===== src/common/clock_pkg.sv =====
package clock_pkg;

	// ----------------------------------------
	// time fields
	// ----------------------------------------
	localparam int TIME_W = 6;	// wide enough for 0..59

	localparam logic [TIME_W-1:0] MAX_SEC = 6'd59;
	localparam logic [TIME_W-1:0] MAX_MIN = 6'd59;
	localparam logic [TIME_W-1:0] MAX_HR  = 6'd23;

	// ----------------------------------------
	// mode and position codes
	// ----------------------------------------
	localparam int MODE_W = 2;
	localparam int POS_W  = 2;

	localparam logic [MODE_W-1:0] MODE_CLOCK = 2'd0;	// normal counting
	localparam logic [MODE_W-1:0] MODE_SETUP = 2'd1;	// time set, counting stopped
	localparam logic [MODE_W-1:0] MODE_ALARM = 2'd2;	// alarm set, time still runs

	localparam logic [POS_W-1:0] POS_SEC = 2'd0;
	localparam logic [POS_W-1:0] POS_MIN = 2'd1;
	localparam logic [POS_W-1:0] POS_HR  = 2'd2;

	// ----------------------------------------
	// display
	// ----------------------------------------
	localparam int NUM_DIGITS = 6;
	localparam int SEG_W      = 7;	// {a,b,c,d,e,f,g}

	// lit segment is 1
	localparam logic [SEG_W-1:0] SEG_FONT [0:9] = '{
		7'b111_1110,	// 0
		7'b011_0000,	// 1
		7'b110_1101,	// 2
		7'b111_1001,	// 3
		7'b011_0011,	// 4
		7'b101_1011,	// 5
		7'b101_1111,	// 6
		7'b111_0000,	// 7
		7'b111_1111,	// 8
		7'b111_0011	// 9
	};

endpackage


===== src/common/ctrl_if.sv =====
interface ctrl_if;

	logic [clock_pkg::MODE_W-1:0]	mode;	// current operating mode
	logic [clock_pkg::POS_W-1:0]	pos;	// field picked for increment
	logic				inc;	// one-cycle increment command
	logic				alarm_en;

	// button panel side
	modport panel (
		output	mode,
		output	pos,
		output	inc,
		output	alarm_en
	);

	// timekeeping side
	modport core (
		input	mode,
		input	pos,
		input	inc,
		input	alarm_en
	);

endinterface


===== src/display/seg_scan.sv =====
module seg_scan #(
	parameter int SCAN_DIV = 5000
) (
	input  logic					clk,
	input  logic					rst_n,
	input  logic [clock_pkg::TIME_W-1:0]		i_hr,
	input  logic [clock_pkg::TIME_W-1:0]		i_min,
	input  logic [clock_pkg::TIME_W-1:0]		i_sec,
	output logic [clock_pkg::SEG_W-1:0]		o_seg,
	output logic [clock_pkg::NUM_DIGITS-1:0]	o_seg_enb	// active low
);

	localparam int DIGITS = clock_pkg::NUM_DIGITS;
	localparam int SLOT_W = $clog2(DIGITS);
	localparam int DIV_W  = (SCAN_DIV > 1) ? $clog2(SCAN_DIV) : 1;

	logic [DIV_W-1:0]	div_cnt;
	logic			step;
	logic [SLOT_W-1:0]	slot;
	logic [3:0]		digit [DIGITS];

	function automatic logic [3:0] tens(input logic [clock_pkg::TIME_W-1:0] val);
		return 4'(val / 10);
	endfunction

	function automatic logic [3:0] ones(input logic [clock_pkg::TIME_W-1:0] val);
		return 4'(val % 10);
	endfunction

	// ----------------------------------------
	// scan timing
	// ----------------------------------------
	assign step = (div_cnt == DIV_W'(SCAN_DIV - 1));

	always_ff @(posedge clk or negedge rst_n) begin
		if (!rst_n) begin
			div_cnt <= '0;
			slot    <= '0;
		end else if (step) begin
			div_cnt <= '0;
			slot    <= (slot == SLOT_W'(DIGITS - 1)) ? '0 : slot + 1'b1;
		end else begin
			div_cnt <= div_cnt + 1'b1;
		end
	end

	// ----------------------------------------
	// digit split, slot 0 is rightmost
	// ----------------------------------------
	always_comb begin
		digit[0] = ones(i_sec);
		digit[1] = tens(i_sec);
		digit[2] = ones(i_min);
		digit[3] = tens(i_min);
		digit[4] = ones(i_hr);
		digit[5] = tens(i_hr);
	end

	// enable and pattern registered together so they line up
	always_ff @(posedge clk or negedge rst_n) begin
		if (!rst_n) begin
			o_seg_enb <= ~DIGITS'(1);
		end else begin
			o_seg_enb <= ~(DIGITS'(1) << slot);
		end
	end

	always_ff @(posedge clk) begin
		o_seg <= clock_pkg::SEG_FONT[digit[slot]];
	end

	a_one_enable: assert property (
		@(posedge clk) disable iff (!rst_n)
		$onehot(~o_seg_enb)
	);

endmodule


===== src/logic/alarm_clock_top.sv =====
module alarm_clock_top #(
	parameter int CLK_PER_SEC = 50000000,
	parameter int SCAN_DIV    = 5000,
	parameter int SAMPLE_DIV  = 500000
) (
	input  logic					clk,
	input  logic					rst_n,
	input  logic					i_btn_mode,
	input  logic					i_btn_pos,
	input  logic					i_btn_inc,
	input  logic					i_btn_alarm,
	output logic [clock_pkg::SEG_W-1:0]		o_seg,
	output logic [clock_pkg::NUM_DIGITS-1:0]	o_seg_enb,
	output logic					o_alarm
);

	// panel to core
	ctrl_if u_ctrl ();

	// core to display
	logic [clock_pkg::TIME_W-1:0]	disp_hr;
	logic [clock_pkg::TIME_W-1:0]	disp_min;
	logic [clock_pkg::TIME_W-1:0]	disp_sec;

	// ----------------------------------------
	// button panel
	// ----------------------------------------
	panel_ctrl #(
		.SAMPLE_DIV	(SAMPLE_DIV)
	) u_panel_ctrl (
		.clk		(clk),
		.rst_n		(rst_n),
		.i_btn_mode	(i_btn_mode),
		.i_btn_pos	(i_btn_pos),
		.i_btn_inc	(i_btn_inc),
		.i_btn_alarm	(i_btn_alarm),
		.o_ctrl		(u_ctrl.panel)
	);

	// ----------------------------------------
	// timekeeping core
	// ----------------------------------------
	time_core #(
		.CLK_PER_SEC	(CLK_PER_SEC)
	) u_time_core (
		.clk		(clk),
		.rst_n		(rst_n),
		.i_ctrl		(u_ctrl.core),
		.o_disp_hr	(disp_hr),
		.o_disp_min	(disp_min),
		.o_disp_sec	(disp_sec),
		.o_alarm	(o_alarm)
	);

	// ----------------------------------------
	// display scanner
	// ----------------------------------------
	seg_scan #(
		.SCAN_DIV	(SCAN_DIV)
	) u_seg_scan (
		.clk		(clk),
		.rst_n		(rst_n),
		.i_hr		(disp_hr),
		.i_min		(disp_min),
		.i_sec		(disp_sec),
		.o_seg		(o_seg),
		.o_seg_enb	(o_seg_enb)
	);

endmodule


===== src/panel/key_debounce.sv =====
module key_debounce #(
	parameter int SAMPLE_DIV = 500000
) (
	input  logic	clk,
	input  logic	rst_n,
	input  logic	i_key,		// high while pressed
	output logic	o_press
);

	localparam int CNT_W = (SAMPLE_DIV > 1) ? $clog2(SAMPLE_DIV) : 1;

	logic [1:0]		sync;		// metastability guard
	logic [CNT_W-1:0]	div_cnt;
	logic			sample_en;
	logic [1:0]		hist;		// [1] older, [0] newer sample
	logic			fresh;		// hist updated last cycle

	assign sample_en = (div_cnt == CNT_W'(SAMPLE_DIV - 1));

	always_ff @(posedge clk or negedge rst_n) begin
		if (!rst_n) begin
			sync    <= 2'b00;
			div_cnt <= '0;
			hist    <= 2'b00;
			fresh   <= 1'b0;
		end else begin
			sync  <= {sync[0], i_key};
			fresh <= sample_en;
			if (sample_en) begin
				div_cnt <= '0;
				hist    <= {hist[0], sync[1]};
			end else begin
				div_cnt <= div_cnt + 1'b1;
			end
		end
	end

	// released then pressed, seen once per sample
	assign o_press = fresh & (hist == 2'b01);

endmodule


===== src/panel/panel_ctrl.sv =====
module panel_ctrl #(
	parameter int SAMPLE_DIV = 500000
) (
	input  logic	clk,
	input  logic	rst_n,
	input  logic	i_btn_mode,
	input  logic	i_btn_pos,
	input  logic	i_btn_inc,
	input  logic	i_btn_alarm,
	ctrl_if.panel	o_ctrl
);

	logic [3:0]	btn;
	logic [3:0]	press;		// one pulse per clean press

	logic [clock_pkg::MODE_W-1:0]	mode;
	logic [clock_pkg::POS_W-1:0]	pos;
	logic				alarm_en;
	logic				inc_q;

	assign btn = {i_btn_alarm, i_btn_inc, i_btn_pos, i_btn_mode};

	// ----------------------------------------
	// button conditioning
	// ----------------------------------------
	for (genvar i = 0; i < 4; i++) begin : g_key
		key_debounce #(
			.SAMPLE_DIV	(SAMPLE_DIV)
		) u_key (
			.clk		(clk),
			.rst_n		(rst_n),
			.i_key		(btn[i]),
			.o_press	(press[i])
		);
	end

	// ----------------------------------------
	// mode, position, alarm enable
	// ----------------------------------------
	always_ff @(posedge clk or negedge rst_n) begin
		if (!rst_n) begin
			mode     <= clock_pkg::MODE_CLOCK;
			pos      <= clock_pkg::POS_SEC;
			alarm_en <= 1'b0;
			inc_q    <= 1'b0;
		end else begin
			if (press[0]) begin
				case (mode)
					clock_pkg::MODE_CLOCK:	mode <= clock_pkg::MODE_SETUP;
					clock_pkg::MODE_SETUP:	mode <= clock_pkg::MODE_ALARM;
					default:		mode <= clock_pkg::MODE_CLOCK;
				endcase
			end
			if (press[1]) begin
				case (pos)
					clock_pkg::POS_SEC:	pos <= clock_pkg::POS_MIN;
					clock_pkg::POS_MIN:	pos <= clock_pkg::POS_HR;
					default:		pos <= clock_pkg::POS_SEC;
				endcase
			end
			if (press[3]) begin
				alarm_en <= ~alarm_en;
			end
			// increment has no meaning while just counting
			inc_q <= press[2] & (mode != clock_pkg::MODE_CLOCK);
		end
	end

	assign o_ctrl.mode     = mode;
	assign o_ctrl.pos      = pos;
	assign o_ctrl.inc      = inc_q;
	assign o_ctrl.alarm_en = alarm_en;

	a_mode_legal: assert property (
		@(posedge clk) disable iff (!rst_n)
		mode != 2'd3
	);

endmodule


===== src/timekeep/time_core.sv =====
module time_core #(
	parameter int CLK_PER_SEC = 50000000
) (
	input  logic				clk,
	input  logic				rst_n,
	ctrl_if.core				i_ctrl,
	output logic [clock_pkg::TIME_W-1:0]	o_disp_hr,
	output logic [clock_pkg::TIME_W-1:0]	o_disp_min,
	output logic [clock_pkg::TIME_W-1:0]	o_disp_sec,
	output logic				o_alarm
);

	localparam int TICK_W = (CLK_PER_SEC > 1) ? $clog2(CLK_PER_SEC) : 1;

	logic [TICK_W-1:0]		tick_cnt;
	logic				run;
	logic				tick;		// one cycle per second
	logic				set_inc;
	logic				al_inc;
	logic				match;

	logic [clock_pkg::TIME_W-1:0]	tm_sec, tm_min, tm_hr;
	logic [clock_pkg::TIME_W-1:0]	al_sec, al_min, al_hr;

	function automatic logic [clock_pkg::TIME_W-1:0] inc_wrap(
		input logic [clock_pkg::TIME_W-1:0] val,
		input logic [clock_pkg::TIME_W-1:0] lim
	);
		return (val >= lim) ? '0 : val + 1'b1;
	endfunction

	// ----------------------------------------
	// second tick
	// ----------------------------------------
	assign run  = (i_ctrl.mode != clock_pkg::MODE_SETUP);	// setup freezes time
	assign tick = run && (tick_cnt == TICK_W'(CLK_PER_SEC - 1));

	always_ff @(posedge clk or negedge rst_n) begin
		if (!rst_n) begin
			tick_cnt <= '0;
		end else if (tick) begin
			tick_cnt <= '0;
		end else if (run) begin
			tick_cnt <= tick_cnt + 1'b1;
		end
	end

	assign set_inc = i_ctrl.inc && (i_ctrl.mode == clock_pkg::MODE_SETUP);
	assign al_inc  = i_ctrl.inc && (i_ctrl.mode == clock_pkg::MODE_ALARM);

	// ----------------------------------------
	// current time
	// ----------------------------------------
	always_ff @(posedge clk or negedge rst_n) begin
		if (!rst_n) begin
			tm_sec <= '0;
			tm_min <= '0;
			tm_hr  <= '0;
		end else if (tick) begin
			tm_sec <= inc_wrap(tm_sec, clock_pkg::MAX_SEC);
			if (tm_sec == clock_pkg::MAX_SEC) begin	// carry chain
				tm_min <= inc_wrap(tm_min, clock_pkg::MAX_MIN);
				if (tm_min == clock_pkg::MAX_MIN) begin
					tm_hr <= inc_wrap(tm_hr, clock_pkg::MAX_HR);
				end
			end
		end else if (set_inc) begin
			case (i_ctrl.pos)
				clock_pkg::POS_SEC:	tm_sec <= inc_wrap(tm_sec, clock_pkg::MAX_SEC);
				clock_pkg::POS_MIN:	tm_min <= inc_wrap(tm_min, clock_pkg::MAX_MIN);
				clock_pkg::POS_HR:	tm_hr  <= inc_wrap(tm_hr, clock_pkg::MAX_HR);
				default:		;
			endcase
		end
	end

	// alarm time set field by field without carry
	always_ff @(posedge clk or negedge rst_n) begin
		if (!rst_n) begin
			al_sec <= '0;
			al_min <= '0;
			al_hr  <= '0;
		end else if (al_inc) begin
			case (i_ctrl.pos)
				clock_pkg::POS_SEC:	al_sec <= inc_wrap(al_sec, clock_pkg::MAX_SEC);
				clock_pkg::POS_MIN:	al_min <= inc_wrap(al_min, clock_pkg::MAX_MIN);
				clock_pkg::POS_HR:	al_hr  <= inc_wrap(al_hr, clock_pkg::MAX_HR);
				default:		;
			endcase
		end
	end

	// ----------------------------------------
	// alarm flag and display select
	// ----------------------------------------
	assign match = (tm_sec == al_sec) && (tm_min == al_min) && (tm_hr == al_hr);

	always_ff @(posedge clk or negedge rst_n) begin
		if (!rst_n) begin
			o_alarm <= 1'b0;
		end else begin
			o_alarm <= i_ctrl.alarm_en & (match | o_alarm);	// sticky until disabled
		end
	end

	assign o_disp_sec = (i_ctrl.mode == clock_pkg::MODE_ALARM) ? al_sec : tm_sec;
	assign o_disp_min = (i_ctrl.mode == clock_pkg::MODE_ALARM) ? al_min : tm_min;
	assign o_disp_hr  = (i_ctrl.mode == clock_pkg::MODE_ALARM) ? al_hr  : tm_hr;

	a_fields_in_range: assert property (
		@(posedge clk) disable iff (!rst_n)
		(tm_sec <= clock_pkg::MAX_SEC) && (tm_min <= clock_pkg::MAX_MIN) &&
		(tm_hr <= clock_pkg::MAX_HR) && (al_sec <= clock_pkg::MAX_SEC) &&
		(al_min <= clock_pkg::MAX_MIN) && (al_hr <= clock_pkg::MAX_HR)
	);

endmodule


===== config.mk =====
export PLATFORM = sky130hd
export DESIGN_NAME = alarm_clock_top
export DESIGN_NICKNAME = d
export VERILOG_FILES = /design/src/common/clock_pkg.sv /design/src/common/ctrl_if.sv /design/src/display/seg_scan.sv /design/src/logic/alarm_clock_top.sv /design/src/panel/key_debounce.sv /design/src/panel/panel_ctrl.sv /design/src/timekeep/time_core.sv
export SDC_FILE = /design/constraint.sdc
export NUM_CORES = 1
export LEC_CHECK = 0
export BUFFER_PORTS_ARGS = -buffer_cell sky130_fd_sc_hd__buf_4
export CORE_MARGIN = 3
export CORE_UTILIZATION = 55
export DETAILED_ROUTE_END_ITERATION = 16
export GPL_TIMING_DRIVEN = 0
export PLACE_DENSITY = 0.81
export RECOVER_POWER = 25
export REMOVE_ABC_BUFFERS = 1
export SLEW_MARGIN = 20
export SYNTH_ARGS = -nofsm -noshare
export SYNTH_HDL_FRONTEND = slang
export SYNTH_SLANG_ARGS = --single-unit
export TNS_END_PERCENT = 20

===== constraint.sdc =====
create_clock -name clk -period 5.8 [get_ports clk]
set_input_delay 0.58 -clock clk [delete_from_list [all_inputs] [get_ports clk]]
set_output_delay 0.58 -clock clk [all_outputs]
set_load 0.02 [all_outputs]

==> flow_summary_export.csv, run 1 <==
group,metric,value,unit
run_status,status,"finished, violations left",
run_status,violations,"capacitance limit, slew limit",
placement,place_ws,0.272,ns
setup_path,cp_data_required_time,6.13,ns
logic_synthesis,yosysTopAreaCellShare,43.1,%
logic_synthesis,ys_async_sr_fraction,96.4,%
pwr,switching_power,579,uW
sta,setup_tns,0,ns
grt,grt_pass1_wl,35200,microns
floorplanning,ios,20,
logic_synthesis,ys_seq_area_share,45.7,%
clock_tree,cts_tree,"built",
logic_synthesis,synth.cell_area,10600,sq um
setup_path,crit_type,"reg -> reg",
grt,grt_max_degree,85,
floorplanning,rows,50,
sta,clock-skew-final,0.00965,ns
clock_tree,cts_resized,0,
pwr,power.internal,2010,uW
flow_run,cap_violations,2,
clock_tree,clkTransAtPathRegs,0.07,ns
clock_tree,htreeDepth,4,
sta,period_needed,5.36,ns
placement,gp_congestion,0.879,
grt,grt.overflow.total,0,
pwr,cellPowerDensity,225,nW/um^2
detailed_routing,drc,0,
sta,tightestPinTransition,2.54,ns
detailed_routing,wl_per_cell,15.0,microns
setup_path,cp-end-kind,"register",
clock_tree,clock_path_buffers,2,
clock_tree,insertion_delay,0.44,ns
setup_path,cp_common_cell,"inv_1",
cells_and_area,finalNonFillerCells,1355,
sta,max_freq,186,MHz
setup_path,cp-start-kind,"register",
sta,hold_viol_final,0,
logic_synthesis,ys_warn_count,0,
detailed_routing,drt_iter0_drc,722,
clock_tree,clock_sinks,194,
setup_path,path_cells,"nor2b_4, mux2i_4, inv_1, ha_1, a211oi_1, a31o_2, nor2_1, a211oi_2, a21oi_1, nor3b_1, a211oi_1, o21ai_1, inv_1, ha_1, inv_1, mux2i_1, mux2_2",
cells_and_area,multi_input_area,5430,sq um
pwr,p_leak,0.00519,uW
setup_path,critPathMaxStageDelay,0.75,ns
floorplanning,fp.dieH,145,microns
clock_tree,post_cts_buffers,0,
pwr,power_frac_clock,46.5,%
logic_synthesis,syn_inst,1105,
logic_synthesis,yosysTopAreaCell,"dfrtp_1",
placement,dp_cells,1324,
cells_and_area,final_cell_area,11500,sq um
logic_synthesis,ys.flop_type,"dfrtp_1",
logic_synthesis,yosysMostFrequentCell,"dfrtp_1",
detailed_routing,ant_nets,0,
placement,io_buffer_count,19,
detailed_routing,vias_per_cell,5.89,
cells_and_area,final_nets,1150,
grt,grt_usage,20.4,%
detailed_routing,vias,7985,
setup_path,slowest_stage,"nor2b_4",
clock_tree,holdBufCountCts,0,
pwr,pwr-share-seq,52.4,%
floorplanning,start_util,56.3,%
sta,rsz0062_at_grt,"false",
pwr,combPwrFrac,1.1,%
placement,place_area,10900,sq um
min_path,hold_path_class,"in -> reg",
setup_path,worstPathArrival,5.69,ns
cells_and_area,fillCellCount,1505,
logic_synthesis,syn_area_per_cell,9.55,sq um
detailed_routing,wl,20300,microns
setup_path,worstPathMaxFanout,27,
logic_synthesis,synth_enable_flop_cells,0,
logic_synthesis,synth.distinct_cells,80,
placement,dp_hpwl,13600,microns
sta,fin_crit_sh,92.5,%
sta,layout_setup_ws,0.438,ns
sta,final-setup-viol-count,0,
cells_and_area,layout.area.seq,4830,sq um
grt,grt_pass1_vias,7636,
grt,antenna_found_initial,0,
cells_and_area,num_antenna_cells,0,
cells_and_area,layout-drive-gt1-share,9.37,%
floorplanning,die_x,145,microns
pwr,irDropWorstVdd,0.000225,V
detailed_routing,dr.pass1.iters,5,
pwr,swShare,22.4,%
clock_tree,numCtsBuffers,17,
sta,slew_viol_final,133,
cells_and_area,syn2layout_area_growth,8.78,%
sta,relSlewSlack,-69.1,%
floorplanning,die_area,20900,sq um
clock_tree,root_buffer,"clkbuf_16",
logic_synthesis,synth.area.top_cells,"dfrtp_1 (43%), xor2_1 (4.9%), nand2_1 (4.2%)",
floorplanning,core_area,18800,sq um
logic_synthesis,synth-seq-cells,194,
logic_synthesis,netlist_top_cells_count,"dfrtp_1 (182), nand2_1 (118), nor2_1 (110), nand3_1 (60), xor2_1 (59)",
[flip-flops by register name (all words and copies together) (netlist names)]
register / count
u_time_core.al_sec: 6
u_seg_scan.o_seg_enb: 6
u_seg_scan.div_cnt: 13
u_time_core.tm_sec: 6
u_time_core.al_hr: 6
u_panel_ctrl.g_key.u_key.sync: 8
u_panel_ctrl.o_ctrl.mode: 2
u_panel_ctrl.g_key.u_key.fresh: 4
u_panel_ctrl.o_ctrl.alarm_en: 1
u_time_core.tm_hr: 6
u_panel_ctrl.o_ctrl.inc: 1
u_time_core.tm_min: 6
u_time_core.al_min: 6
u_panel_ctrl.g_key.u_key.hist: 8
u_time_core.tick_cnt: 26
u_time_core.o_alarm: 1
u_panel_ctrl.o_ctrl.pos: 2
u_seg_scan.slot: 3
u_seg_scan.o_seg: 7
u_panel_ctrl.g_key.u_key.div_cnt: 76
[worst max-delay path: cells and delay by family (launching register included)]
family	cells	cell delay, ns
AO/OA/AOI/OAI	6	1.80
AND/OR/NAND/NOR	3	1.02
multiplexers	3	0.82
flip-flops	1	0.68
adder cells (fa/ha/maj)	2	0.66
buffers and inverters	3	0.28
[through the flow]
| step | total power [uW] | hold WS, ns | util (%) |
|---|---|---|---|
| after floorplan | 1380 | 0.284 | - |
| after detailed placement | 1420 | 0.335 | 58.2 |
| after CTS | 2610 | 0.0355 | 61.4 |
| after global routing | 2670 | 0.251 | 61.2 |
| final | 2590 | 0.266 | 61.2 |
| after global placement | 1410 | 0.333 | 57.7 |
[layout by cell type, fill, tap and decap left out, types with 11 or more instances in the layout]
cell type,count
o21ai_0,56
a21o_1,14
xor2_1,59
nand2_1,118
dfrtp_1,182
buf_4,15
a21oi_1,32
or3_1,11
clkbuf_16,17
nor2_1,110
mux2i_1,14
nor2b_1,22
nor3_1,23
inv_1,41
a31oi_1,14
o31ai_1,14
and3_1,28
mux2_2,18
ha_1,35
xnor2_1,50
nand4_1,18
nand3_1,60
[area by class of cell]
cell class                      count  area share [%]
Inverter                           43            1.43
Clock buffer                       17            3.70
Tap cell                          234            2.55
Multi-Input combinational cell    831            47.2
Timing Repair Buffer               22            1.56
Sequential cell                   194            42.0
Clock inverter                     14            1.50
[cell families after synthesis]
kind of cell / share of synthesized area, %
buffers and inverters: 3.15
xor gates and xnor gates: 9.04
muxes: 4.34
AOI/OAI and AO/OA: 12.4
and+or+nand+nor: 21.2
adders and majority gates: 4.15
DFF: 45.7
[worst paths after layout]
check,endpoint,slack (ns),start,cells past startpoint
max,u_seg_scan.o_seg[3],0.44,u_panel_ctrl.o_ctrl.mode[1],17
min,u_panel_ctrl.g_key[3].u_key.sync[0],0.27,i_btn_alarm,1
max reg2reg,u_seg_scan.o_seg[3],0.44,u_panel_ctrl.o_ctrl.mode[1],17
min reg2reg,u_panel_ctrl.g_key[3].u_key.sync[1],0.35,u_panel_ctrl.g_key[3].u_key.sync[0],0
max in group asynchronous,u_panel_ctrl.g_key[3].u_key.div_cnt[12],1.73,rst_n,2
min in group asynchronous,u_seg_scan.o_seg_enb[0],0.92,rst_n,1
[power groups by stage]
stage	registers, uW	clock network (uW)	logic [uW]
after floorplan	1380	0	0.0237
after global placement	1380	0	28.1
after detailed placement	1380	0	34.3
after CTS	1350	1230	34.2
after global routing	1350	1280	34.7
final	1350	1200	28.9
[layer usage]
layer	global-route usage (%)	vias to the layer above	part of all wire, %
met5	0	-	0
met4	7.41	0	2.0
met3	3.17	36	3.2
met2	33.4	167	48
met1	27.6	3898	46
li1	-	3884	-
No activity file was read; power rests on OpenSTA's default activity.
==> run 2: changes to the inputs <==
Settings changed: BUFFER_PORTS_ARGS -buffer_cell sky130_fd_sc_hd__buf_4 to -buffer_cell sky130_fd_sc_hd__clkbuf_2, CELL_PAD_IN_SITES_DETAIL_PLACEMENT set to 0, CELL_PAD_IN_SITES_GLOBAL_PLACEMENT set to 1, CORE_UTILIZATION 55 to 50, PLACE_DENSITY 0.81 to 0.9.
==> flow_summary_export.csv, run 2 (synthesis gave the netlist of run 1 again) <==
group,metric,value,unit
run_status,status,"finished, violations left",
run_status,violations,"capacitance limit, slew limit",
grt,grt.overflow.total,0,
flow_run,cap_violations,1,
cells_and_area,final_cell_area,11500,sq um
floorplanning,core_area,20500,sq um
grt,grt_pass1_vias,7512,
floorplanning,start_util,51.5,%
sta,relSlewSlack,-127,%
setup_path,worstPathArrival,5.51,ns
detailed_routing,drt_iter0_drc,540,
sta,max_freq,193,MHz
floorplanning,rows,52,
cells_and_area,final_nets,1151,
placement,gp_congestion,0.848,
grt,grtUsageMet1,26.6,%
clock_tree,post_cts_buffers,0,
sta,slew_viol_final,76,
detailed_routing,wl,20000,microns
sta,period_needed,5.18,ns
detailed_routing,vias,7795,
grt,grt_pass1_wl,35300,microns
sta,fin_crit_sh,89.4,%
sta,clock-skew-final,0.00909,ns
grt,use_met3,3.41,%
detailed_routing,ant_nets,0,
clock_tree,clock_sinks,194,
cells_and_area,layout_common_cells,"dfrtp_1 (182), nand2_1 (118), nor2_1 (110)",
floorplanning,die_x,151,microns
setup_path,cp-end-kind,"register",
setup_path,worstPathMaxFanout,23,
detailed_routing,wl_per_cell,14.4,microns
grt,antenna_found_initial,0,
placement,dp_hpwl,13700,microns
sta,setup_tns,0,ns
placement,io_buffer_count,19,
setup_path,crit_type,"reg -> reg",
grt,grtUsageMet2,29.5,%
sta,rsz0062_at_grt,"false",
cells_and_area,largest_reg_flops,76,
setup_path,cp-start-kind,"register",
clock_tree,root_buffer,"clkbuf_16",
setup_path,regToRegSetupSlack,0.62,ns
detailed_routing,vias_per_cell,5.60,
sta,hold_viol_final,0,
placement,place_area,10900,sq um
setup_path,cp_data_required_time,6.12,ns
clock_tree,htreeDepth,4,
min_path,hold_path_class,"in -> reg",
clock_tree,numCtsBuffers,17,
clock_tree,clock_path_buffers,2,
detailed_routing,dr.pass1.iters,5,
sta,tightestPinTransition,3.40,ns
pwr,cellPowerDensity,225,nW/um^2
cells_and_area,largest-register,"u_panel_ctrl.g_key.u_key.div_cnt",
floorplanning,fp.dieH,151,microns
pwr,irDropWorstVdd,0.000214,V
grt,grt_max_degree,94,
detailed_routing,drc,0,
grt,busiest_layer,"met2",
cells_and_area,layout_commonest_cell,"dfrtp_1",
sta,holdWs,0.253,ns
clock_tree,insertion_delay,0.43,ns
min_path,min_from,"i_btn_pos",
setup_path,r2r_start,"u_panel_ctrl.o_ctrl.mode[0]",
setup_path,critPathLaunch,"u_panel_ctrl.o_ctrl.mode[0]",
floorplanning,die_area,22900,sq um
cells_and_area,layout-drive-gt1-share,9.44,%
cells_and_area,syn2layout_area_growth,8.92,%
cells_and_area,num_antenna_cells,0,
clock_tree,cts_tree,"built",
cells_and_area,post-route-util,56.1,%
pwr,p_leak,0.00519,uW
clock_tree,clkTransAtPathRegs,0.07,ns
grt,grt_usage,18.6,%
floorplanning,ios,20,
cells_and_area,reg_top3,"u_panel_ctrl.g_key.u_key.div_cnt: 76 flops, u_time_core.tick_cnt: 26 flops, u_seg_scan.div_cnt: 13 flops",
pwr,power,2580,uW
sta,final-setup-viol-count,0,
## run 2: path summary, 6_finish.rpt
kind	endpoint	cells after the start
max	u_seg_scan.o_seg[3]	17
min	u_panel_ctrl.g_key[1].u_key.sync[0]	1
max reg2reg	u_seg_scan.o_seg[3]	17
min reg2reg	u_panel_ctrl.g_key[0].u_key.sync[1]	0
max in group asynchronous	u_panel_ctrl.g_key[3].u_key.hist[1]	2
min in group asynchronous	u_seg_scan.slot[1]	1
## run 2: layer usage
layer	part of all wire, %	vias to the layer above
met5	0	-
met4	0.84	0
met3	2.6	13
met2	47	84
met1	50	3806
li1	-	3892
## run 2: cell type report
class | instances | area [sq um]
Timing Repair Buffer | 22 | 139
Clock buffer | 17 | 425
Clock inverter | 15 | 174
Multi-Input combinational cell | 832 | 5430
Tap cell | 270 | 338
Fill cell | 1826 | 8990
Inverter | 43 | 164
Sequential cell | 194 | 4830
## run 2: stage by stage
stage / worst slack (ns) / instances
global route: 0.178 / 1393
global placement: 0.351 / 1357
finish: 0.615 / 1393
floorplan: 1.28 / 1068
detailed placement: 0.245 / 1360
CTS: 0.230 / 1392
## run 2: critical path: stages, from the launching register on
cell and delay [ns]:
dfrtp_1 0.74, nand2b_4 0.44, mux2i_1 0.53, inv_1 0.09
ha_1 0.33, a211oi_1 0.26, a31oi_1 0.25, nor3b_1 0.45
o21ai_0 0.17, a21oi_1 0.26, nor3_1 0.08, o31ai_1 0.35
a22o_1 0.32, inv_1 0.10, ha_1 0.30, inv_1 0.06
mux2i_1 0.06, mux2_2 0.27
## run 2: what timing repair did
action,4_1_cts,5_1_grt
hold buffers,0,0
resized for setup,0,1
endpoints found under the setup margin,0,1
## run 2: power breakdown
group | total, uW | internal [uW] | switching [uW]
Sequential | 1350 | 1350 | 0.605
Clock | 1200 | 649 | 552
Combinational | 28.1 | 3.42 | 24.7
Total | 2580 | 2010 | 577
